===== config.mk =====
export PLATFORM = sky130hd
export DESIGN_NAME = host_xbar
export DESIGN_NICKNAME = d
export VERILOG_FILES = /design/src/hdl/host_pkg.sv /design/src/hdl/host_xbar.sv
export SDC_FILE = /design/constraint.sdc
export NUM_CORES = 1
export LEC_CHECK = 0
export BUFFER_PORTS_ARGS = -buffer_cell sky130_fd_sc_hd__buf_4
export CAP_MARGIN = 20
export CORE_AREA = 2 2 148 150
export DETAILED_ROUTE_END_ITERATION = 12
export DIE_AREA = 0 0 150 152
export PLACE_DENSITY = 0.4
export SLEW_MARGIN = 20
export SYNTH_ARGS = -nofsm -noshare
export SYNTH_HDL_FRONTEND = slang
export SYNTH_SLANG_ARGS = --single-unit
export TNS_END_PERCENT = 5

===== constraint.sdc =====
create_clock -name clk_i -period 1.25 [get_ports clk_i]
set_input_delay 0.125 -clock clk_i [delete_from_list [all_inputs] [get_ports clk_i]]
set_output_delay 0.125 -clock clk_i [all_outputs]
set_load 0.01 [all_outputs]

===== src/hdl/host_pkg.sv =====
// Host domain shared definitions
// Bus widths, L2 geometry, address map and control register layout
package host_pkg;

  // Host bus
  localparam int unsigned ADDR_WIDTH      = 32;
  localparam int unsigned DATA_WIDTH      = 64;

  // L2 geometry defaults, a bank word is half a host word
  localparam int unsigned BANK_DATA_WIDTH = 32;
  localparam int unsigned NB_L2_BANKS     = 4;
  localparam int unsigned L2_BANK_WORDS   = 256;

  typedef logic [ADDR_WIDTH-1:0]      addr_t;
  typedef logic [DATA_WIDTH-1:0]      data_t;
  typedef logic [BANK_DATA_WIDTH-1:0] bank_data_t;

  // Address map
  localparam addr_t L2_BASE   = 32'h1C00_0000;
  localparam addr_t CTRL_BASE = 32'h1A10_0000;
  localparam addr_t CTRL_SIZE = 32'd32;

  typedef enum logic [1:0] {
    TGT_L2,
    TGT_CTRL,
    TGT_ERR
  } target_e;

  // Control register offsets
  localparam logic [4:0] REG_CTRL    = 5'h00;
  localparam logic [4:0] REG_DMA_CNT = 5'h08;
  localparam logic [4:0] REG_EOC_CNT = 5'h10;
  localparam logic [4:0] REG_SCRATCH = 5'h18;

  // Fields of REG_CTRL
  localparam int unsigned CTRL_FETCH_EN_BIT = 0;
  localparam int unsigned CTRL_SA_BOOT_BIT  = 1;
  localparam int unsigned CTRL_H2C_IRQ_BIT  = 2;

endpackage


===== src/hdl/host_xbar.sv =====
// Host request router
// Decodes each request to the L2 or the control registers, flags bad
// addresses, and returns the response of the registered target one cycle on
module host_xbar #(
  parameter int unsigned NbL2Banks   = host_pkg::NB_L2_BANKS,
  parameter int unsigned L2BankWords = host_pkg::L2_BANK_WORDS,
  localparam int unsigned RowWidth   = $clog2((NbL2Banks / 2) * L2BankWords)
) (
  input  logic                clk_i,
  input  logic                reset_i,
  input  logic                req_valid_i,
  input  logic                req_we_i,
  input  host_pkg::addr_t     req_addr_i,
  input  host_pkg::data_t     req_wdata_i,
  output logic                rsp_valid_o,
  output host_pkg::data_t     rsp_rdata_o,
  output logic                rsp_err_o,
  output logic                l2_req_o,
  output logic                l2_we_o,
  output logic [RowWidth-1:0] l2_row_o,
  output host_pkg::data_t     l2_wdata_o,
  input  host_pkg::data_t     l2_rdata_i,
  output logic                ctrl_req_o,
  output logic [4:0]          ctrl_offset_o,
  input  host_pkg::data_t     ctrl_rdata_i
);

  localparam host_pkg::addr_t L2Size = host_pkg::addr_t'(NbL2Banks * L2BankWords * 4);

  host_pkg::addr_t   l2_off;
  host_pkg::addr_t   ctrl_off;
  logic              req_ok;
  logic              ctrl_off_ok;
  host_pkg::target_e tgt;
  host_pkg::target_e tgt_q;
  logic              valid_q;
  logic              we_q;

  // Requests while the SoC is in reset are dropped
  assign req_ok   = req_valid_i & ~reset_i;
  assign l2_off   = req_addr_i - host_pkg::L2_BASE;
  assign ctrl_off = req_addr_i - host_pkg::CTRL_BASE;

  always_comb begin
    case (ctrl_off[4:0])
      host_pkg::REG_CTRL,
      host_pkg::REG_DMA_CNT,
      host_pkg::REG_EOC_CNT,
      host_pkg::REG_SCRATCH: ctrl_off_ok = 1'b1;
      default:               ctrl_off_ok = 1'b0;
    endcase
  end

  // Offsets below the base wrap to large values and fail the size check
  always_comb begin
    if (req_addr_i[2:0] != 3'b000) begin
      tgt = host_pkg::TGT_ERR;
    end else if (l2_off < L2Size) begin
      tgt = host_pkg::TGT_L2;
    end else if (ctrl_off < host_pkg::CTRL_SIZE && ctrl_off_ok) begin
      tgt = host_pkg::TGT_CTRL;
    end else begin
      tgt = host_pkg::TGT_ERR;
    end
  end

  assign l2_req_o      = req_ok && (tgt == host_pkg::TGT_L2);
  assign l2_we_o       = req_we_i;
  assign l2_row_o      = l2_off[RowWidth+2:3];
  assign l2_wdata_o    = req_wdata_i;
  assign ctrl_req_o    = req_ok && (tgt == host_pkg::TGT_CTRL);
  assign ctrl_offset_o = ctrl_off[4:0];

  always_ff @(posedge clk_i) begin
    if (reset_i) begin
      valid_q <= 1'b0;
      tgt_q   <= host_pkg::TGT_ERR;
      we_q    <= 1'b0;
    end else begin
      valid_q <= req_ok;
      tgt_q   <= tgt;
      we_q    <= req_we_i;
    end
  end

  // Response side
  always_comb begin
    rsp_rdata_o = '0;
    if (valid_q && !we_q) begin
      case (tgt_q)
        host_pkg::TGT_L2:   rsp_rdata_o = l2_rdata_i;
        host_pkg::TGT_CTRL: rsp_rdata_o = ctrl_rdata_i;
        default:            rsp_rdata_o = '0;
      endcase
    end
  end

  assign rsp_valid_o = valid_q;
  assign rsp_err_o   = valid_q && (tgt_q == host_pkg::TGT_ERR);

endmodule


==> results.ini, run 1 <==
[status]
status=complete, but fails checks
violations=setup timing

[die]
core_area_um2=21400
io_pins=375
dieArea_um2=22800
num_rows=54
floorplan.initialDensity_pct=8.72
fp.dieH_um=152
die_w_um=150

[synth]
yosysTopAreaCellShare_pct=34.4
synth_cell_types=20
synthTopCellsByArea=mux2i_1, buf_4, nor2_1
synth_nets=477
yosysSeqAreaShare_pct=4.30
yosys_register_bits=4
syn_area_per_cell_um2=7.48
yosysTopAreaCell=mux2i_1
syn_area_um2=1860
yosys_warnings=0
synth_cells=249

[power]
power_density_nw_per_um2=328
power_leakage_nw=1.57
peakVddDrop_v=0.000460
power.total_mw=1.21

[final_layout]
fin_cells=691
antenna_cells=0
stdcell_area_um2=3690
nFillCells=2404
finalNetCount=640
drive_gt1_share_pct=78.8
utilization_pct=17.3
syn2layout_area_growth_pct=98.1

[drt]
first_pass_iters=4
post_drt_wl_per_cell_um=11.5
ant_nets=0
via_per_inst=3.21
wl_um=7950
route.detailed.drc=0
vias=2216
drt_iter0_drc=44

[worst_setup_path]
crit_arrival_ns=1.48
crit_fanout=40
cp-end-kind=output port
crit_chain=or3b_4 > buf_12 > nor2_2 > buf_4
path_buf_inv=2
cp_slowest_cell=or3b_4
crit_type=reg2out
path_delay_family=simple AND/OR/NAND/NOR gates
critPathLaunchType=register
critPathRequiredTime_ns=1.12
cp_num_cells=4
slowest_delay_ns=0.43

[timing]
hold_viol=0
setup_ws_ns=-0.357
slew_viol_final=0
min_period_ns=1.61
rsz0062_at_grt=yes
setup_viol=66
slew_headroom_pct=75.6
worst_pin_slew_ns=0.362
max_freq_mhz=622
finalCritPeriodShare_pct=129
whs_ns=0.0817
setup_tns_ns=-19.84

[placed_design]
dpl.hpwl_um=6890
place_ws_ns=-0.262
placedCellCount=687
routabilityCongestion=0.708
numPortBuffers=240
place_area_um2=3560

[global_routing]
antenna_found_initial=0
grt_first_pass_wirelength_um=11500
grt_max_degree=41
overflow=0
grt_pass1_vias=2241
track_usage_pct=6.23

[clock_tree]
cts.sinks=4
clk_pin_slew_worst_paths_ns=0.03
clk_path_buf_depth=2
hold_buffers=0
cts_root_buf=clkbuf_16
cts-buffers-inserted=3
htreeDepth=1
cts_tree=yes
cts_setup_buffers=0

[job]
cap_violations=0

[min_path]
hold_class=in2reg
min_to=we_q
hp-start=reset_i
holdPathStages=2

-- routing by layer --
layer  wire length (µm)  up-vias  GRT usage, %
met3               1010       18          2.01
met5                  0        -             0
met4                 54        0          1.26
met1               2590      981          6.29
met2               4290      145          12.2
li1                   -     1072             -
-- cells in the final DEF (no fill, tap or decap), drive strengths merged --
cell type,count
nand3,1
nor4,4
nor2,67
clkbuf,4
nor4bb,1
mux2i,64
nand4,2
buf,251
a211o,1
nor2b,2
nand4b,1
nor3,4
and4bb,1
dfxtp,4
and3b,1
or3b,2
nand2,1
-- final cells by class --
type / instances / area (µm²) / share of cell area [%]
well taps: 280 / 350 / 9.50
multi-input cells: 152 / 1230 / 33.5
flip-flops and latches: 4 / 85.1 / 2.31
repair buffers: 251 / 1940 / 52.6
clock buffers: 4 / 78.8 / 2.14
-- worst max path at each step --
stage | start | end | slack, ns
2_1_floorplan | rsp_valid_o | rsp_rdata_o[13] | -0.008
3_3_place_gp | req_addr_i[1] | ctrl_req_o | -0.24
3_5_place_dp | req_addr_i[1] | ctrl_req_o | -0.26
4_1_cts | tgt_q[1] | rsp_rdata_o[27] | -0.37
5_1_grt | tgt_q[1] | rsp_rdata_o[27] | -0.42
6_report | tgt_q[1] | rsp_rdata_o[27] | -0.36
-- cells in the mapped netlist (all sizes together) --
library cell  instances
nor3                  4
and4bb                1
nand4b                1
nand4                 2
nor2b                 2
dfxtp                 4
nor2                 67
or3b                  2
nand2                 1
a211o                 1
nand3                 1
mux2i                64
nor4bb                1
buf                  93
and3b                 1
nor4                  4
-- kinds of logic after synthesis --
family	count (synthesis)	share of synthesized area, %
DFF	4	4.30
muxes	64	34.4
and+or+nand+nor	87	22.2
AOI/OAI and AO/OA	1	0.471
buffers and inverters	93	38.6
-- power breakdown --
part	switching [mW]	internal [mW]	leakage [nW]
sequential	0.00121	0.130	0.0339
combinational	0.164	0.399	1.50
clock	0.0924	0.421	0.0382
total	0.258	0.951	1.57
-- registers in the layout, indices dropped and copies added (netlist names) --
name / cells
we_q: 1
rsp_valid_o: 1
tgt_q: 2
-- timing repair --
item                       CTS  global route
gates resized for setup      5             3
setup endpoints to repair   67            67
pin swaps                    1             0
hold endpoints to repair     0             0
(Power assumes the default switching activity.)
==> inputs of run 2 (changes only) <==
Settings changed: ABC_AREA set to 1, CORE_AREA 2 2 148 150 to 2 2 146 148, DIE_AREA 0 0 150 152 to 0 0 148 150, HOLD_SLACK_MARGIN set to 0.03, PLACE_DENSITY 0.4 to 0.45.
==> results.ini, run 2 <==
[drt]
first_pass_iters=4  ; unchanged
via_per_inst=3.67  ; +14%
drt_iter0_drc=52  ; +18%
dr.max_layer_used=met4
wl_met2_um=6370  ; +49%
wl_um=11900  ; +50%
wl_met1_um=3950  ; +52%
ant_nets=0  ; unchanged
vias=3003  ; +36%
post_drt_wl_per_cell_um=14.6  ; +27%
route.detailed.drc=0  ; unchanged
dr_wl_met3_um=1270  ; +26%

[die]
die_w_um=148  ; -1.3%
dieArea_um2=22200  ; -2.6%
fp.dieH_um=150  ; -1.3%
core_area_um2=20700  ; -3.1%
num_rows=53  ; -1.9%
floorplan.initialDensity_pct=12.6  ; +3.8 points
io_pins=375  ; unchanged

[final_layout]
finalNetCount=773  ; +21%
largest_reg_flops=2  ; unchanged
stdcell_area_um2=4470  ; +21%
nFillCells=2354  ; -2.1%
layout_common_cells=buf_4, nand2_1, a21oi_2, nand3_2, nor2_1
antenna_cells=0  ; unchanged
regArea_um2=86.3  ; +1.5%
drive_gt1_share_pct=74.6  ; -4.2 points
syn2layout_area_growth_pct=71.8
regMostFlops=tgt_q
final_common_cell=buf_4
multi_input_area_um2=1670  ; +35%

[timing]
setup_ws_ns=-0.230  ; +0.127 ns
worst_pin_slew_ns=0.217  ; -0.145 ns
finalCritPeriodShare_pct=118  ; -10 points
setup_viol=65  ; -1.5%
rsz0062_at_grt=yes
max_freq_mhz=676  ; +8.6%
whs_ns=0.118  ; +0.0360 ns
min_period_ns=1.48  ; -0.127 ns
hold_viol=0  ; unchanged
slew_headroom_pct=85.5  ; +9.9 points
slew_viol_final=0  ; unchanged
setup_tns_ns=-13.01  ; +6.83 ns

[clock_tree]
clk_path_buf_depth=2  ; unchanged
clk_pin_slew_worst_paths_ns=0.03  ; about the same
cts_root_buf=clkbuf_16
htreeDepth=1  ; unchanged
cts_tree=yes
cts-buffers-inserted=3  ; unchanged
cts.sinks=4  ; unchanged

[synth]
yosys_register_bits=4  ; unchanged
synth_common_cells=nand2_1, buf_4, a21oi_2, nand3_2, nor2_1
syn_area_per_cell_um2=6.95  ; -7.0%
yosysSeqAreaShare_pct=3.08  ; -1.2 points
synthTopCellsByArea=buf_4, a21oi_2, nand3_2
async_reset_ff_share_pct=0  ; unchanged
yosys_warnings=0  ; unchanged
synth_edf_count=0  ; unchanged
synth_cell_types=21  ; +5.0%
syn_area_um2=2600  ; +40%
synth-main-ff-cell=dfxtp_1
yosysTopAreaCellShare_pct=24.5  ; -9.9 points
synth_nets=602  ; +26%
synth_cells=374  ; +50%
yosysTopAreaCell=buf_4
synth.most_common_cell=nand2_1

[global_routing]
track_usage_pct=9.69  ; +3.5 points
grt_first_pass_wirelength_um=16600  ; +44%
grt_max_degree=35  ; -15%
overflow=0  ; unchanged
grt_pass1_vias=2934  ; +31%
antenna_found_initial=1  ; +1

[placed_design]
numPortBuffers=240  ; unchanged
dpl.hpwl_um=9600  ; +39%
routabilityCongestion=0.754  ; +6.6%
place_area_um2=4220  ; +18%

[worst_setup_path]
slowest_delay_ns=0.33  ; -0.10 ns
crit_chain=nor2_4 > buf_12 > buf_12 > nand2_1 > a21oi_2 > buf_4
crit_fanout=16  ; -60%
path_buf_inv=3  ; +1
crit_arrival_ns=1.35  ; -0.13 ns
path_common_cell=buf_12
cp_slowest_cell=dfxtp_2
crit_type=reg2out
cp-end-kind=output port
critPathLaunchType=register
path_delay_family=buffers and inverters
critPathRequiredTime_ns=1.12  ; about the same

[power]
power_leakage_nw=1.73  ; +10%
peakVddDrop_v=0.000289  ; -37%
power_density_nw_per_um2=287  ; -13%

[min_path]
hold_class=in2reg

[status]
violations=setup timing
status=complete, but fails checks

[job]
cap_violations=0  ; unchanged

[run 2: cell type report]
cell class	instances	area share [%]
Tap cell	275	7.70
Inverter	15	1.26
Sequential cell	4	1.93
Timing Repair Buffer	271	49.9
Multi-Input combinational cell	250	37.4
Clock buffer	4	1.76
[run 2: per-stage QoR]
stage / std cells / setup WS, ns / total power, mW / util, %
after global placement: 809 / -0.171 / 0.735 / 20.4
final: 819 / -0.230 / 1.28 / 21.6
after detailed placement: 809 / -0.166 / 0.736 / 20.4
after global routing: 819 / -0.331 / 1.36 / 21.6
after floorplan: 374 / 0.0790 / 0.501 / -
after CTS: 817 / -0.281 / 1.31 / 21.4
[run 2: what timing repair did]
item,CTS,global route
gates resized for setup,21,9
setup buffers,1,3
setup endpoints to repair,67,67
pin swaps,4,2
hold buffers,0,0
cloned,3,0
[run 2: cells by family after synthesis]
group	Yosys count	synth area share [%]
AOI/OAI and AO/OA	64	21.0
and+or+nand+nor	185	40.4
DFF	4	3.08
buffers and inverters	121	35.5
[run 2: final timing paths]
check	start	depth (start not counted)	slack (ns)	end
setup / recovery	tgt_q[1]	6	-0.23	rsp_rdata_o[14]
hold / removal	reset_i	2	0.12	we_q
[run 2: where the power goes]
group          switching, mW  total [mW]  internal, mW
Clock                 0.0975       0.520         0.422
Combinational          0.224       0.627         0.403
Sequential           0.00343       0.134         0.130
[run 2: per-layer routing]
layer / GRT usage [%] / vias to the layer above
li1: - / 1484
met1: 9.37 / 1293
met2: 19.2 / 194
met3: 2.96 / 32
met4: 3.48 / 0
met5: 0 / -
==> inputs of run 3 (changes only) <==
Settings changed: RECOVER_POWER set to 50.
==> results.ini, run 3 (synthesis results as in run 2) <==
[status]
status=complete, but fails checks
violations=setup timing

[die]
fp.dieH_um=150  ; unchanged
die_w_um=148  ; unchanged
floorplan.initialDensity_pct=12.6  ; unchanged
dieArea_um2=22200  ; unchanged
num_rows=53  ; unchanged
io_pins=375  ; unchanged
core_area_um2=20700  ; unchanged

[drt]
route.detailed.drc=0  ; unchanged
ant_nets=0  ; unchanged
wl_um=11900  ; about the same
first_pass_iters=4  ; unchanged
via_per_inst=3.67  ; unchanged
post_drt_wl_per_cell_um=14.6  ; about the same
drt_iter0_drc=52  ; unchanged
vias=3003  ; unchanged

[power]
peakVddDrop_v=0.000289  ; unchanged
p_comb_share_pct=48.9  ; about the same
clock_power_share_pct=40.6  ; about the same
power_density_nw_per_um2=287  ; about the same
p_sw_share_pct=25.4  ; about the same
netSwitchingPower_mw=0.325  ; about the same
power.total_mw=1.28  ; -0.11%
internal_power_mw=0.954  ; -0.14%
power_leakage_nw=1.72  ; -0.21%
seq_power_share_pct=10.4  ; about the same

[global_routing]
grt_max_degree=35  ; unchanged
overflow=0  ; unchanged
track_usage_pct=9.69  ; unchanged
grt_first_pass_wirelength_um=16600  ; unchanged
antenna_found_initial=1  ; unchanged
grt_pass1_vias=2934  ; unchanged

[final_layout]
nFillCells=2356  ; +0.085%
fin_cells=819  ; unchanged
final_common_cell=buf_4
drive_gt1_share_pct=74.4  ; -0.18 points
largest_reg_flops=2  ; unchanged
syn2layout_area_growth_pct=71.7  ; about the same
finalNetCount=773  ; unchanged
utilization_pct=21.6  ; about the same
stdcell_area_um2=4460  ; about the same
regMostFlops=tgt_q
layout_common_cells=buf_4, nand2_1, a21oi_2, nand3_2, nor2_1
antenna_cells=0  ; unchanged

[placed_design]
numPortBuffers=240  ; unchanged
place_area_um2=4220  ; unchanged
routabilityCongestion=0.754  ; unchanged
placedCellCount=809  ; unchanged
dpl.hpwl_um=9600  ; unchanged

[worst_setup_path]
slowest_delay_ns=0.33  ; about the same
cp_slowest_cell=dfxtp_2
cp-end-kind=output port
cp-endpoint=rsp_rdata_o[14]
path_common_cell=buf_12
startpoint=tgt_q[1]
path_buf_inv=3  ; unchanged
crit_fanout=16  ; unchanged
crit_chain=nor2_4 > buf_12 > buf_12 > nand2_1 > a21oi_2 > buf_4
critPathRequiredTime_ns=1.12  ; about the same
cp_num_cells=6  ; unchanged
critPathLaunchType=register
crit_arrival_ns=1.35  ; about the same
path_delay_family=buffers and inverters
crit_type=reg2out

[clock_tree]
cts_root_buf=clkbuf_16
htreeDepth=1  ; unchanged
hold_buffers=0  ; unchanged
cts_tree=yes
clk_path_buf_depth=2  ; unchanged
clk_pin_slew_worst_paths_ns=0.03  ; about the same
cts.sinks=4  ; unchanged
cts-buffers-inserted=3  ; unchanged

[timing]
worst_pin_slew_ns=0.217  ; unchanged
setup_viol=65  ; unchanged
hold_viol=0  ; unchanged
slew_headroom_pct=85.5  ; unchanged
max_freq_mhz=676  ; unchanged
slew_viol_final=0  ; unchanged
min_period_ns=1.48  ; unchanged
setup_ws_ns=-0.230  ; unchanged
rsz0062_at_grt=yes
finalCritPeriodShare_pct=118  ; unchanged
whs_ns=0.118  ; +0.000141 ns

[min_path]
holdPathStages=2  ; unchanged
hold_class=in2reg

[job]
cap_violations=0  ; unchanged

==> run 3: changes by cell type in the layout (fill, tap and decap cells not counted), sizes merged <==
cell / before / now
clkbuf: 4 / 5
buf: 271 / 270
==> run 3: final cells by class <==
cell class / count / area (µm²) / area share [%]
multi-input cells: 250 / 1670 / 37.5
clock buffers: 4 / 78.8 / 1.77
repair buffers: 271 / 2230 / 49.9
inverters: 15 / 56.3 / 1.26
flip-flops and latches: 4 / 86.3 / 1.93
well taps: 275 / 344 / 7.71
==> run 3: metrics by stage <==
stage | TNS (ns) | setup WS [ns]
floorplan | 0 | 0.0790
global placement | -1.29 | -0.171
detailed placement | -2.20 | -0.166
CTS | -16.48 | -0.281
global route | -17.88 | -0.331
finish | -13.01 | -0.230
==> run 3: power by group through the flow <==
stage	Clock (mW)	Sequential (mW)	Combinational, mW
2_1_floorplan	0	0.136	0.366
3_3_place_gp	0	0.133	0.602
3_5_place_dp	0	0.134	0.603
4_1_cts	0.536	0.134	0.637
5_1_grt	0.544	0.134	0.681
6_report	0.520	0.134	0.626
==> run 3: routing by layer <==
layer	share of wire [%]	vias up	track usage [%]
li1	-	1484	-
met1	33	1293	9.37
met2	53	194	19.2
met3	11	32	2.96
met4	3.0	0	3.48
met5	0	-	0
==> run 3: what timing repair did <==
item	4_1_cts	5_1_grt
endpoints found under the setup margin	67	67
buffers inserted	1	3
pin swaps	4	2
gates resized for setup	21	9
cloned	3	0
==> run 3: worst min-delay path by stage <==
stage | to | from | slack, ns
final | we_q | reset_i | 0.12
after global routing | we_q | reset_i | 0.13
after CTS | we_q | reset_i | 0.12
after detailed placement | l2_wdata_o[0] | req_wdata_i[0] | 0.25
after global placement | l2_wdata_o[0] | req_wdata_i[0] | 0.25
after floorplan | we_q | reset_i | 0.20
