--- src/hdl/host_pkg.sv ---
// Host domain shared definitions
// Bus widths, L2 geometry, address map and control register layout
package host_pkg;

  // Host bus
  localparam int unsigned ADDR_WIDTH      = 32;
  localparam int unsigned DATA_WIDTH      = 64;

  // L2 geometry defaults, a bank word is half a host word
  localparam int unsigned BANK_DATA_WIDTH = 32;
  localparam int unsigned NB_L2_BANKS     = 4;
  localparam int unsigned L2_BANK_WORDS   = 256;

  typedef logic [ADDR_WIDTH-1:0]      addr_t;
  typedef logic [DATA_WIDTH-1:0]      data_t;
  typedef logic [BANK_DATA_WIDTH-1:0] bank_data_t;

  // Address map
  localparam addr_t L2_BASE   = 32'h1C00_0000;
  localparam addr_t CTRL_BASE = 32'h1A10_0000;
  localparam addr_t CTRL_SIZE = 32'd32;

  typedef enum logic [1:0] {
    TGT_L2,
    TGT_CTRL,
    TGT_ERR
  } target_e;

  // Control register offsets
  localparam logic [4:0] REG_CTRL    = 5'h00;
  localparam logic [4:0] REG_DMA_CNT = 5'h08;
  localparam logic [4:0] REG_EOC_CNT = 5'h10;
  localparam logic [4:0] REG_SCRATCH = 5'h18;

  // Fields of REG_CTRL
  localparam int unsigned CTRL_FETCH_EN_BIT = 0;
  localparam int unsigned CTRL_SA_BOOT_BIT  = 1;
  localparam int unsigned CTRL_H2C_IRQ_BIT  = 2;

endpackage

--- src/hdl/soc_ctrl_regs.sv ---
// Cluster control registers
// Fetch enable, self-boot enable and host-to-cluster interrupt bits,
// DMA and EOC event counters with clear on write, and a scratch word
module soc_ctrl_regs (
  input  logic            clk_i,
  input  logic            reset_i,
  input  logic            req_i,
  input  logic            we_i,
  input  logic [4:0]      offset_i,
  input  host_pkg::data_t wdata_i,
  output host_pkg::data_t rdata_o,
  input  logic            dma_evt_i,
  input  logic            cluster_eoc_i,
  output logic            cluster_fetch_en_o,
  output logic            cluster_en_sa_boot_o,
  output logic            h2c_irq_o
);

  logic [2:0]      ctrl_q;
  host_pkg::data_t dma_cnt_q;
  host_pkg::data_t eoc_cnt_q;
  host_pkg::data_t scratch_q;
  host_pkg::data_t rdata_q;
  host_pkg::data_t rd_mux;
  logic            eoc_prev_q;
  logic            eoc_rise;
  logic            wr_en;

  assign wr_en    = req_i & we_i;
  assign eoc_rise = cluster_eoc_i & ~eoc_prev_q;

  always_ff @(posedge clk_i) begin
    if (reset_i) begin
      ctrl_q     <= '0;
      dma_cnt_q  <= '0;
      eoc_cnt_q  <= '0;
      scratch_q  <= '0;
      eoc_prev_q <= 1'b0;
    end else begin
      eoc_prev_q <= cluster_eoc_i;

      if (wr_en && offset_i == host_pkg::REG_CTRL) begin
        ctrl_q <= wdata_i[2:0];
      end

      if (wr_en && offset_i == host_pkg::REG_SCRATCH) begin
        scratch_q <= wdata_i;
      end

      // Clear beats a same-cycle event
      if (wr_en && offset_i == host_pkg::REG_DMA_CNT) begin
        dma_cnt_q <= '0;
      end else if (dma_evt_i) begin
        dma_cnt_q <= dma_cnt_q + 1'b1;
      end

      if (wr_en && offset_i == host_pkg::REG_EOC_CNT) begin
        eoc_cnt_q <= '0;
      end else if (eoc_rise) begin
        eoc_cnt_q <= eoc_cnt_q + 1'b1;
      end
    end
  end

  always_comb begin
    case (offset_i)
      host_pkg::REG_CTRL:    rd_mux = host_pkg::data_t'(ctrl_q);
      host_pkg::REG_DMA_CNT: rd_mux = dma_cnt_q;
      host_pkg::REG_EOC_CNT: rd_mux = eoc_cnt_q;
      host_pkg::REG_SCRATCH: rd_mux = scratch_q;
      default:               rd_mux = '0;
    endcase
  end

  always_ff @(posedge clk_i) begin
    if (req_i && !we_i) begin
      rdata_q <= rd_mux;
    end
  end

  assign rdata_o              = rdata_q;
  assign cluster_fetch_en_o   = ctrl_q[host_pkg::CTRL_FETCH_EN_BIT];
  assign cluster_en_sa_boot_o = ctrl_q[host_pkg::CTRL_SA_BOOT_BIT];
  assign h2c_irq_o            = ctrl_q[host_pkg::CTRL_H2C_IRQ_BIT];

endmodule

--- config.mk ---
export PLATFORM = sky130hd
export DESIGN_NAME = soc_ctrl_regs
export DESIGN_NICKNAME = d
export VERILOG_FILES = /design/src/hdl/host_pkg.sv /design/src/hdl/soc_ctrl_regs.sv
export SDC_FILE = /design/constraint.sdc
export NUM_CORES = 1
export LEC_CHECK = 0
export BUFFER_PORTS_ARGS = -buffer_cell sky130_fd_sc_hd__buf_2
export CAP_MARGIN = 20
export CORE_AREA = 2 2 149 151
export CTS_BUF_LIST = sky130_fd_sc_hd__clkbuf_8
export DETAILED_ROUTE_END_ITERATION = 8
export DIE_AREA = 0 0 151 153
export PLACE_DENSITY_LB_ADDON = 0.08
export SLEW_MARGIN = 20
export SYNTH_ARGS = -nofsm -noshare
export SYNTH_HDL_FRONTEND = slang
export SYNTH_SLANG_ARGS = --single-unit
--- constraint.sdc ---
create_clock -name clk_i -period 8.3 [get_ports clk_i]
set_input_delay 0.83 -clock clk_i [delete_from_list [all_inputs] [get_ports clk_i]]
set_output_delay 0.83 -clock clk_i [all_outputs]
set_load 0.01 [all_outputs]
==> flow_summary.ini, run 1 <==
[power_and_ir_drop]
power.leakage_nw = 4.48
clkPwrFrac = 0.444
seqPwrFrac = 0.521
power.density_nw_per_um2 = 190
cellInternalPower_mw = 1.95
vdd_drop_max_v = 0.0000992
swShare = 0.229
switchingPower_mw = 0.579
combPwrFrac = 0.035

[setup_path]
cp-startpoint = offset_i[1]
r2r_setup_slack_ns = 5.33
rr_worst_depth = 5
cpLargestDelayFamily = buffers and inverters
arrival_ns = 3.85
crit_buf_inv = 3
critical_path_depth = 8
worstSetupEndpointType = flip-flop
crit_chain = buf_2, nor4b_4, buf_4, and2_4, a31o_2, buf_4, or4_1, nand2_1
cp_max_fo = 70
cp-endpoint = dma_cnt_q[36]
r2r-end = eoc_cnt_q[63]
slowest_delay_ns = 0.71
critical_path.slowest_cell = and2_4
crit_type = input pin to flip-flop
timing.rr.start = eoc_cnt_q[2]
required_ns = 8.74
crit_top_cell = buf_4
start_kind = input pin

[clock_tree]
clk_pin_slew_ns = 0.06
root_buffer = clkbuf_8
post_cts_buffers = 0
numCtsBuffers = 44
hold_buffers = 0
clkSinkCount = 260
clk_latency_ns = 0.56
ctsResizeCount = 0
cts_buffer_depth = 3
tritoncts = built
cts_max_level = 2

[drt]
vias_per_cell = 5.95
drc = 0
firstDrtPassIters = 5
drt_iter0_markers = 817
wirelength_um = 33100
post_drt_wl_per_cell_um = 19.0
vias = 10346
drtAntennaViolNets = 0

[sta]
slew_violations = 0
rsz0062_at_grt = false
worst_pin_slew_ns = 0.859
hold_viol = 0
finalCriticalPeriod_ns = 3.41
clock_skew_ns = 0.0218
setup_violations = 0
period_share = 0.411
fmax_ghz = 0.293
relSlewSlack = 0.426
setup_tns_ns = 0

[synth]
netlist_area_um2 = 11600
yosys.area.top_type = dfxtp_1
syn_area_per_cell_um2 = 8.85
ys_async_sr_fraction = 0
synth_nets = 1384
synth_seq_area_share = 0.505
syn_inst = 1307
synthTopCellsByArea = dfxtp_1 34%, edfxtp_1 17%, nand2_1 7.8%, a21oi_1 5.1%, o21ai_0 4.2%
synth_cell_type_count = 45
synth_ff_type = dfxtp_1
post-synth-top-count-cell = nand2_1
synth_top_area_frac = 0.339
synth_common_cells = 241 x nand2_1, 196 x dfxtp_1, 118 x a21oi_1
yosysWarnings = 0
synth_seq_cells = 260
synth_edf_count = 64

[grt]
first_global_vias = 9642
antenna_found_initial = 2
grt_pass1_wl_um = 52000
grt_overflow_total = 0
track_usage = 0.287
grt_max_degree = 72

[run]
maxCapViolCount = 0

[placed_design]
io_buffers = 141
gp_congestion = 0.883
dpl.hpwl_um = 22600
post_dp_cell_area_um2 = 12400

[finish]
area_delta_synth_final_pct = 15.0
design_area_um2 = 13300
drive_gt1_frac = 0.163
fin_nets = 1506
diodes = 0

[die]
core_area_um2 = 21500
rows = 54
die_y_um = 153
die-area_um2 = 23100
initial_core_util = 0.538
die_w_um = 151
ios = 142

[worst_hold_path]
worstHoldPathType = flip-flop to flip-flop

[run_status]
outcome = finished clean
## worst min path at each step
stage	slack (ns)	depth (start not counted)	end	start
after floorplan	0.44	2	scratch_q[10]	scratch_q[10]
after global placement	0.44	2	scratch_q[39]	scratch_q[39]
after detailed placement	0.45	2	scratch_q[9]	scratch_q[9]
after CTS	0.45	2	scratch_q[9]	scratch_q[9]
after global routing	0.46	2	scratch_q[12]	scratch_q[12]
final	0.45	2	scratch_q[5]	scratch_q[5]
## power groups by stage
stage / Combinational [mW] / Sequential [mW] / Clock (mW)
finish: 0.0873 / 1.32 / 1.12
global route: 0.0947 / 1.32 / 1.19
CTS: 0.0864 / 1.32 / 1.14
detailed placement: 0.0862 / 1.34 / 0
global placement: 0.0855 / 1.34 / 0
floorplan: 0.0380 / 1.35 / 0
## sequential cells by signal, summed over array words and instances, names as in the netlist
register,flops
eoc_cnt_q,64
dma_cnt_q,64
eoc_prev_q,1
rdata_o,64
ctrl_q,3
scratch_q,64
## area by class of cell
cell class | count | area (µm²)
flip-flops and latches | 260 | 5850
clock inverters | 27 | 165
inverters | 12 | 45.0
clock buffers | 50 | 688
repair buffers | 149 | 766
multi-input cells | 962 | 5440
well taps | 280 | 350
fillers | 1973 | 8180
## worst min-delay path, stage by stage, from the launching register on
cell and delay, ns:
dfxtp_1 0.30, nand2_1 0.05, a21oi_1 0.05
## logic make-up (layout without fill, tap and decap cells)
group	count (synthesis)	after routing	share of synthesized area
muxes	4	4	0.00346
AOI/OAI and AO/OA	303	303	0.151
and+or+nand+nor	581	581	0.256
xor gates and xnor gates	72	72	0.0545
adders and majority gates	2	2	0.00216
buffers and inverters	85	238	0.0281
DFF	260	260	0.505
## placed cells by master (no fill, tap or decap), types with 4 or more instances in the layout
cell type / count
a21oi_1: 118
a221oi_1: 6
a22oi_1: 61
and3_1: 11
and4_1: 9
buf_2: 141
buf_4: 8
clkbuf_8: 50
dfxtp_1: 196
edfxtp_1: 64
inv_1: 32
mux2i_1: 4
nand2_1: 241
nand3_1: 42
nand4_1: 59
nor2_1: 100
nor3_1: 13
nor4_1: 12
nor4_2: 9
nor4_4: 6
o21ai_0: 98
o31ai_1: 14
or3_1: 37
or4_1: 17
xnor2_1: 18
xor2_1: 54
## per-stage QoR
stage	utilization	std cells	hold WS [ns]	total power, mW	setup slack, ns
6_report	0.619	1740	0.453	2.52	4.89
5_1_grt	0.619	1740	0.461	2.60	4.64
2_1_floorplan	-	1307	0.436	1.39	4.11
4_1_cts	0.619	1740	0.454	2.55	4.55
3_5_place_dp	0.579	1663	0.446	1.43	3.97
3_3_place_gp	0.579	1663	0.441	1.43	3.97
## metal layers
| layer | track usage | vias to the layer above | part of all wire |
|---|---|---|---|
| li1 | - | 4980 | - |
| met1 | 0.377 | 4915 | 0.42 |
| met2 | 0.476 | 378 | 0.48 |
| met3 | 0.0504 | 71 | 0.063 |
| met4 | 0.103 | 2 | 0.035 |
| met5 | 0 | - | 0.00036 |
Note: power is estimated with default switching activity, not from simulation.
==> run 2: changes to the inputs <==
--- a/config.mk
+++ b/config.mk
@@ -7,10 +7,10 @@
 export LEC_CHECK = 0
 export BUFFER_PORTS_ARGS = -buffer_cell sky130_fd_sc_hd__buf_2
 export CAP_MARGIN = 20
-export CORE_AREA = 2 2 149 151
+export CORE_AREA = 2 2 150 152
 export CTS_BUF_LIST = sky130_fd_sc_hd__clkbuf_8
 export DETAILED_ROUTE_END_ITERATION = 8
-export DIE_AREA = 0 0 151 153
+export DIE_AREA = 0 0 152 154
 export PLACE_DENSITY_LB_ADDON = 0.08
 export SLEW_MARGIN = 20
 export SYNTH_ARGS = -nofsm -noshare
==> constraint.sdc (replaced) <==
create_clock -name clk_i -period 3.1 [get_ports clk_i]
set_input_delay 0.31 -clock clk_i [delete_from_list [all_inputs] [get_ports clk_i]]
set_output_delay 0.31 -clock clk_i [all_outputs]
set_load 0.01 [all_outputs]
==> run 2 against run 1 <==
Cell count is 2.8% higher. Clock skew is 0.0033 ns lower. Worst setup slack worse by 4.2 ns. Largest cell class unchanged. Combinational power grew to 3.1 times the previous value. Worst hold slack worse by 0.43 ns. Cell area is 3.1% higher. Wire length is 1.2% higher. Sequential share of layout area is 1.3 points lower. Sequential power grew to 2.7 times the previous value. Via count is 0.96% higher. Critical path type is now flip-flop to flip-flop. Register-to-register slack worse by 4.7 ns.
==> flow_summary.ini, run 2 (synthesized netlist as in run 1, its figures left out) <==
[power_and_ir_drop]
power.leakage_nw = 4.69
power.density_nw_per_um2 = 487
vdd_drop_max_v = 0.000313

[finish]
mostFrequentLayoutCell = nand2_1
design_area_um2 = 13700
fin_nets = 1552
final_cell_mix = 241 x nand2_1, 196 x dfxtp_1, 141 x buf_2, 118 x a21oi_1, 100 x nor2_1
area_delta_synth_final_pct = 18.5
drive_gt1_frac = 0.170
diodes = 0

[grt]
grt_max_degree = 70
grt_pass1_wl_um = 52000
antenna_found_initial = 0
grt_overflow_total = 0
first_global_vias = 9663
track_usage = 0.277

[sta]
slew_violations = 0
fmax_ghz = 0.412
relSlewSlack = 0.482
clock_skew_ns = 0.0185
hold_viol = 0
setup_tns_ns = 0
finalCriticalPeriod_ns = 2.43
period_share = 0.784
rsz0062_at_grt = false
setup_violations = 0
worst_pin_slew_ns = 0.770

[setup_path]
rr_worst_depth = 6
worstSetupEndpointType = flip-flop
arrival_ns = 2.91
cp_max_fo = 11
required_ns = 3.58
crit_type = flip-flop to flip-flop
start_kind = flip-flop

[die]
core_area_um2 = 21700
ios = 142
die-area_um2 = 23400
rows = 54
initial_core_util = 0.533
die_y_um = 154
die_w_um = 152

[clock_tree]
tritoncts = built
numCtsBuffers = 44
clk_pin_slew_ns = 0.06
cts_max_level = 2
root_buffer = clkbuf_8
post_cts_buffers = 0
clk_latency_ns = 0.56
clkSinkCount = 260
cts_buffer_depth = 3

[placed_design]
dpl.hpwl_um = 23200
gp_congestion = 0.898
io_buffers = 141
post_dp_cell_area_um2 = 12600

[drt]
vias_per_cell = 5.84
drc = 0
drtAntennaViolNets = 0
vias = 10445
firstDrtPassIters = 5
wirelength_um = 33500
drt_iter0_markers = 797
post_drt_wl_per_cell_um = 18.7

[worst_hold_path]
hold_depth = 2
worstHoldPathType = input pin to flip-flop

[run_status]
outcome = finished clean

[run]
maxCapViolCount = 0
## run 2: cell types whose count changed in the layout (fill, tap and decap cells not counted), sizes merged
cell	previous run	this run
clkbuf	50	52
buf	149	167
bufinv	2	0
inv	32	31
clkinvlp	2	0
dlygate4sd3	0	28
clkinv	3	9
## run 2: through the flow
step,utilization,std cells,hold WS [ns],power (mW),setup slack [ns]
finish,0.632,1789,0.0218,6.67,0.671
global placement,0.581,1681,0.441,3.83,0.804
CTS,0.632,1789,0.00252,6.72,0.722
global route,0.632,1789,0.00343,6.89,0.423
detailed placement,0.581,1681,0.446,3.84,0.747
floorplan,-,1307,0.436,3.71,0.679
## run 2: final cells by class
type	instances	area, µm²
Fill cell	1906	7980
Sequential cell	260	5850
Tap cell	280	350
Timing Repair Buffer	195	1220
Multi-Input combinational cell	962	5430
Clock inverter	28	113
Clock buffer	52	716
Inverter	12	45.0
## run 2: report_power, final
part / switching [mW] / total [mW] / internal, mW / leakage (nW)
clock network: 1.36 / 2.88 / 1.52 / 0.503
registers: 0.0177 / 3.52 / 3.50 / 2.21
logic: 0.170 / 0.274 / 0.104 / 1.98
total: 1.55 / 6.67 / 5.13 / 4.69
## run 2: timing repair
item	4_1_cts	5_1_grt
endpoints found under the hold margin	28	0
resized for setup	0	0
hold buffers	28	0
## run 2: layer usage
layer	wire length, µm	global-route usage	vias up
met5	0	0	-
met4	1360	0.119	0
met3	2120	0.0485	70
met2	15900	0.460	397
met1	14100	0.357	4911
li1	-	-	5067
## run 2: worst paths after layout
| check | startpoint | end | slack [ns] |
|---|---|---|---|
| max | eoc_cnt_q[0] | eoc_cnt_q[58] | 0.67 |
| min | cluster_eoc_i | eoc_prev_q | 0.02 |
| max reg2reg | eoc_cnt_q[0] | eoc_cnt_q[58] | 0.67 |
| min reg2reg | scratch_q[43] | scratch_q[43] | 0.45 |
## run 2: worst max-delay path: stages (launching register included)
cell      delay (ns)
dfxtp_1         0.44
ha_1            0.18
nand3b_1        0.33
nor4_1          0.49
nand4_1         0.33
or3_1           0.44
a21oi_1         0.15
==> run 3: changes to the inputs <==
--- a/config.mk
+++ b/config.mk
@@ -5,12 +5,13 @@
 export SDC_FILE = /design/constraint.sdc
 export NUM_CORES = 1
 export LEC_CHECK = 0
+export ABC_AREA = 1
 export BUFFER_PORTS_ARGS = -buffer_cell sky130_fd_sc_hd__buf_2
 export CAP_MARGIN = 20
-export CORE_AREA = 2 2 150 152
+export CORE_AREA = 2 2 155 157
 export CTS_BUF_LIST = sky130_fd_sc_hd__clkbuf_8
 export DETAILED_ROUTE_END_ITERATION = 8
-export DIE_AREA = 0 0 152 154
+export DIE_AREA = 0 0 157 159
 export PLACE_DENSITY_LB_ADDON = 0.08
 export SLEW_MARGIN = 20
 export SYNTH_ARGS = -nofsm -noshare
==> constraint.sdc (replaced) <==
create_clock -name clk_i -period 2.1 [get_ports clk_i]
set_input_delay 0.21 -clock clk_i [delete_from_list [all_inputs] [get_ports clk_i]]
set_output_delay 0.21 -clock clk_i [all_outputs]
set_load 0.01 [all_outputs]
==> run 3 against run 2 <==
Wire length up 29%. Count of clock-buffer cells in the layout increased by 3. Area after synthesis rose by 8.8%. Highest routed layer unchanged. Largest power group unchanged. Sequential cell count did not move. Sequential power rose by 48%. Non-clock buffer count increased by 42. Largest cell class unchanged. Worst hold slack gained 0.0056 ns. Global-route usage is 6.9 points higher. Utilization is 3.1 points higher. Fmax up 30%. Combinational power grew 71%. Synthesized cell count grew 33%.
==> flow_summary.ini, run 3 <==
[synth]
post-synth-top-count-cell = nand2_1
syn_inst = 1741
synth_top_area_frac = 0.312
syn_area_per_cell_um2 = 7.23
synth_cell_type_count = 41
netlist_area_um2 = 12600
synthTopCellsByArea = dfxtp_1 31%, edfxtp_1 15%, nand2_1 12%, nor2_1 11%, inv_1 5.7%
synth_common_cells = 399 x nand2_1, 364 x nor2_1, 196 x dfxtp_1
synth_nets = 1818
ys_async_sr_fraction = 0
synth_edf_count = 64
yosysWarnings = 0
synth_seq_area_share = 0.465
yosys.area.top_type = dfxtp_1
synth_ff_type = dfxtp_1
synth_seq_cells = 260

[setup_path]
crit_chain = ha_1, nand3_1, nor2_2, nand2_1, nor2_4, nand2_2, nor2_1, nand2_1, o21ai_0, nor2_1
crit_buf_inv = 0
rr_worst_depth = 10
timing.rr.start = eoc_cnt_q[1]
cp_max_fo = 5
critical_path.slowest_cell = dfxtp_1
r2r_setup_slack_ns = 0.24
slowest_delay_ns = 0.39
cp-startpoint = eoc_cnt_q[1]
start_kind = flip-flop
arrival_ns = 2.31
crit_type = flip-flop to flip-flop
r2r-end = eoc_cnt_q[48]
cpLargestDelayFamily = simple AND/OR/NAND/NOR gates
worstSetupEndpointType = flip-flop
required_ns = 2.54

[sta]
clock_skew_ns = 0.0229
hold_viol = 0
setup_tns_ns = 0
fmax_ghz = 0.536
slew_violations = 0
hold_slack_ns = 0.0274
worst_pin_slew_ns = 0.696
finalCriticalPeriod_ns = 1.86
period_share = 0.888
relSlewSlack = 0.536
setup_violations = 0
rsz0062_at_grt = false

[drt]
route.met2.wl_um = 19200
wirelength_um = 43200
m1WireLength_um = 19000
post_drt_wl_per_cell_um = 18.5
dr_wl_met3_um = 3710
drt_iter0_markers = 1271
drc = 0
vias = 12582
top_layer = met4
firstDrtPassIters = 7
vias_per_cell = 5.40
drtAntennaViolNets = 0

[die]
die-area_um2 = 25000
rows = 56
core_area_um2 = 23200
die_y_um = 159
ios = 142
die_w_um = 157
initial_core_util = 0.543

[worst_hold_path]
worstHoldPathType = input pin to flip-flop
worstHoldEndpoint = dma_cnt_q[0]
hold_depth = 3
min-delay-start = dma_evt_i

[power_and_ir_drop]
vdd_drop_max_v = 0.000555
power.leakage_nw = 5.78
power.density_nw_per_um2 = 668
power.total_mw = 10.3

[run]
maxCapViolCount = 0

[placed_design]
io_buffers = 141
gp_congestion = 0.980
dpl.hpwl_um = 31900

[grt]
grt_max_degree = 68
grt_overflow_total = 0
antenna_found_initial = 3
first_global_vias = 12048
track_usage = 0.346
grt_pass1_wl_um = 66300

[clock_tree]
tritoncts = built
numCtsBuffers = 44
clkSinkCount = 260
root_buffer = clkbuf_8
cts_max_level = 2
cts_buffer_depth = 3
clk_pin_slew_ns = 0.06
post_cts_buffers = 0
clk_latency_ns = 0.57

[finish]
fin_nets = 2050
fillers = 2067
final_cell_mix = 398 x nand2_1, 360 x nor2_1, 202 x inv_1, 196 x dfxtp_1, 141 x buf_2
drive_gt1_frac = 0.143
area_delta_synth_final_pct = 22.3
fin_util = 0.664
mostFrequentLayoutCell = nand2_1

[run_status]
outcome = finished clean
## run 3: power breakdown
group          leakage (nW)  switching, mW  internal, mW
logic                  3.07          0.259         0.208
clock network         0.510           2.12          2.49
registers              2.21         0.0255          5.17
## run 3: area by class of cell
class | count | area (µm²) | area share
clock inverter | 27 | 143 | 0.00927
multi-input combinational | 1233 | 5820 | 0.378
clock buffer | 55 | 757 | 0.0492
sequential | 260 | 5850 | 0.380
tap | 319 | 399 | 0.0259
timing repair buffer | 237 | 1680 | 0.109
antenna | 2 | 5.00 | 0.000325
inverter | 197 | 739 | 0.0480
## run 3: worst max-delay path by stage
stage | end | depth (start not counted)
floorplan | rdata_o[0] | 2
global placement | eoc_cnt_q[52] | 10
detailed placement | dma_cnt_q[54] | 10
CTS | eoc_cnt_q[48] | 10
global route | eoc_cnt_q[19] | 10
finish | eoc_cnt_q[48] | 10
## run 3: repair_timing
action | 4_1_cts | 5_1_grt
endpoints found under the hold margin | 68 | 0
gates resized for setup | 0 | 2
setup endpoints to repair | 0 | 3
hold buffers | 66 | 0
## run 3: logic make-up (layout without fill, tap and decap cells)
kind of cell	count (synthesis)	count (layout)	share of synthesized area
AND/OR/NAND/NOR	951	951	0.319
flip-flops	260	260	0.465
buffers and inverters	248	516	0.0760
AO/OA/AOI/OAI	246	246	0.115
XOR/XNOR	33	33	0.0230
adder cells (fa/ha/maj)	2	2	0.00199
multiplexers	1	1	0.000795
other	0	2	0
## run 3: worst register-to-register path, stage by stage (launching register included)
cell and delay, ns:
dfxtp_1 0.39, ha_1 0.20, nand3_1 0.12, nor2_2 0.16, nand2_1 0.16, nor2_4 0.19, nand2_2 0.11, nor2_1 0.15
nand2_1 0.08, o21ai_0 0.15, nor2_1 0.05
## run 3: metrics by stage
stage / instances / instance area (µm²) / setup WS, ns
after floorplan: 1741 / 12600 / 0.492
after detailed placement: 2180 / 13800 / 0.242
after global placement: 2180 / 13800 / 0.298
final: 2330 / 15400 / 0.236
after CTS: 2328 / 15400 / 0.220
after global routing: 2329 / 15400 / 0.0200
## run 3: layer usage
layer / global-route usage / vias to the layer above
li1: - / 6148
met1: 0.484 / 5809
met2: 0.532 / 525
met3: 0.0773 / 100
met4: 0.109 / 0
met5: 0 / -
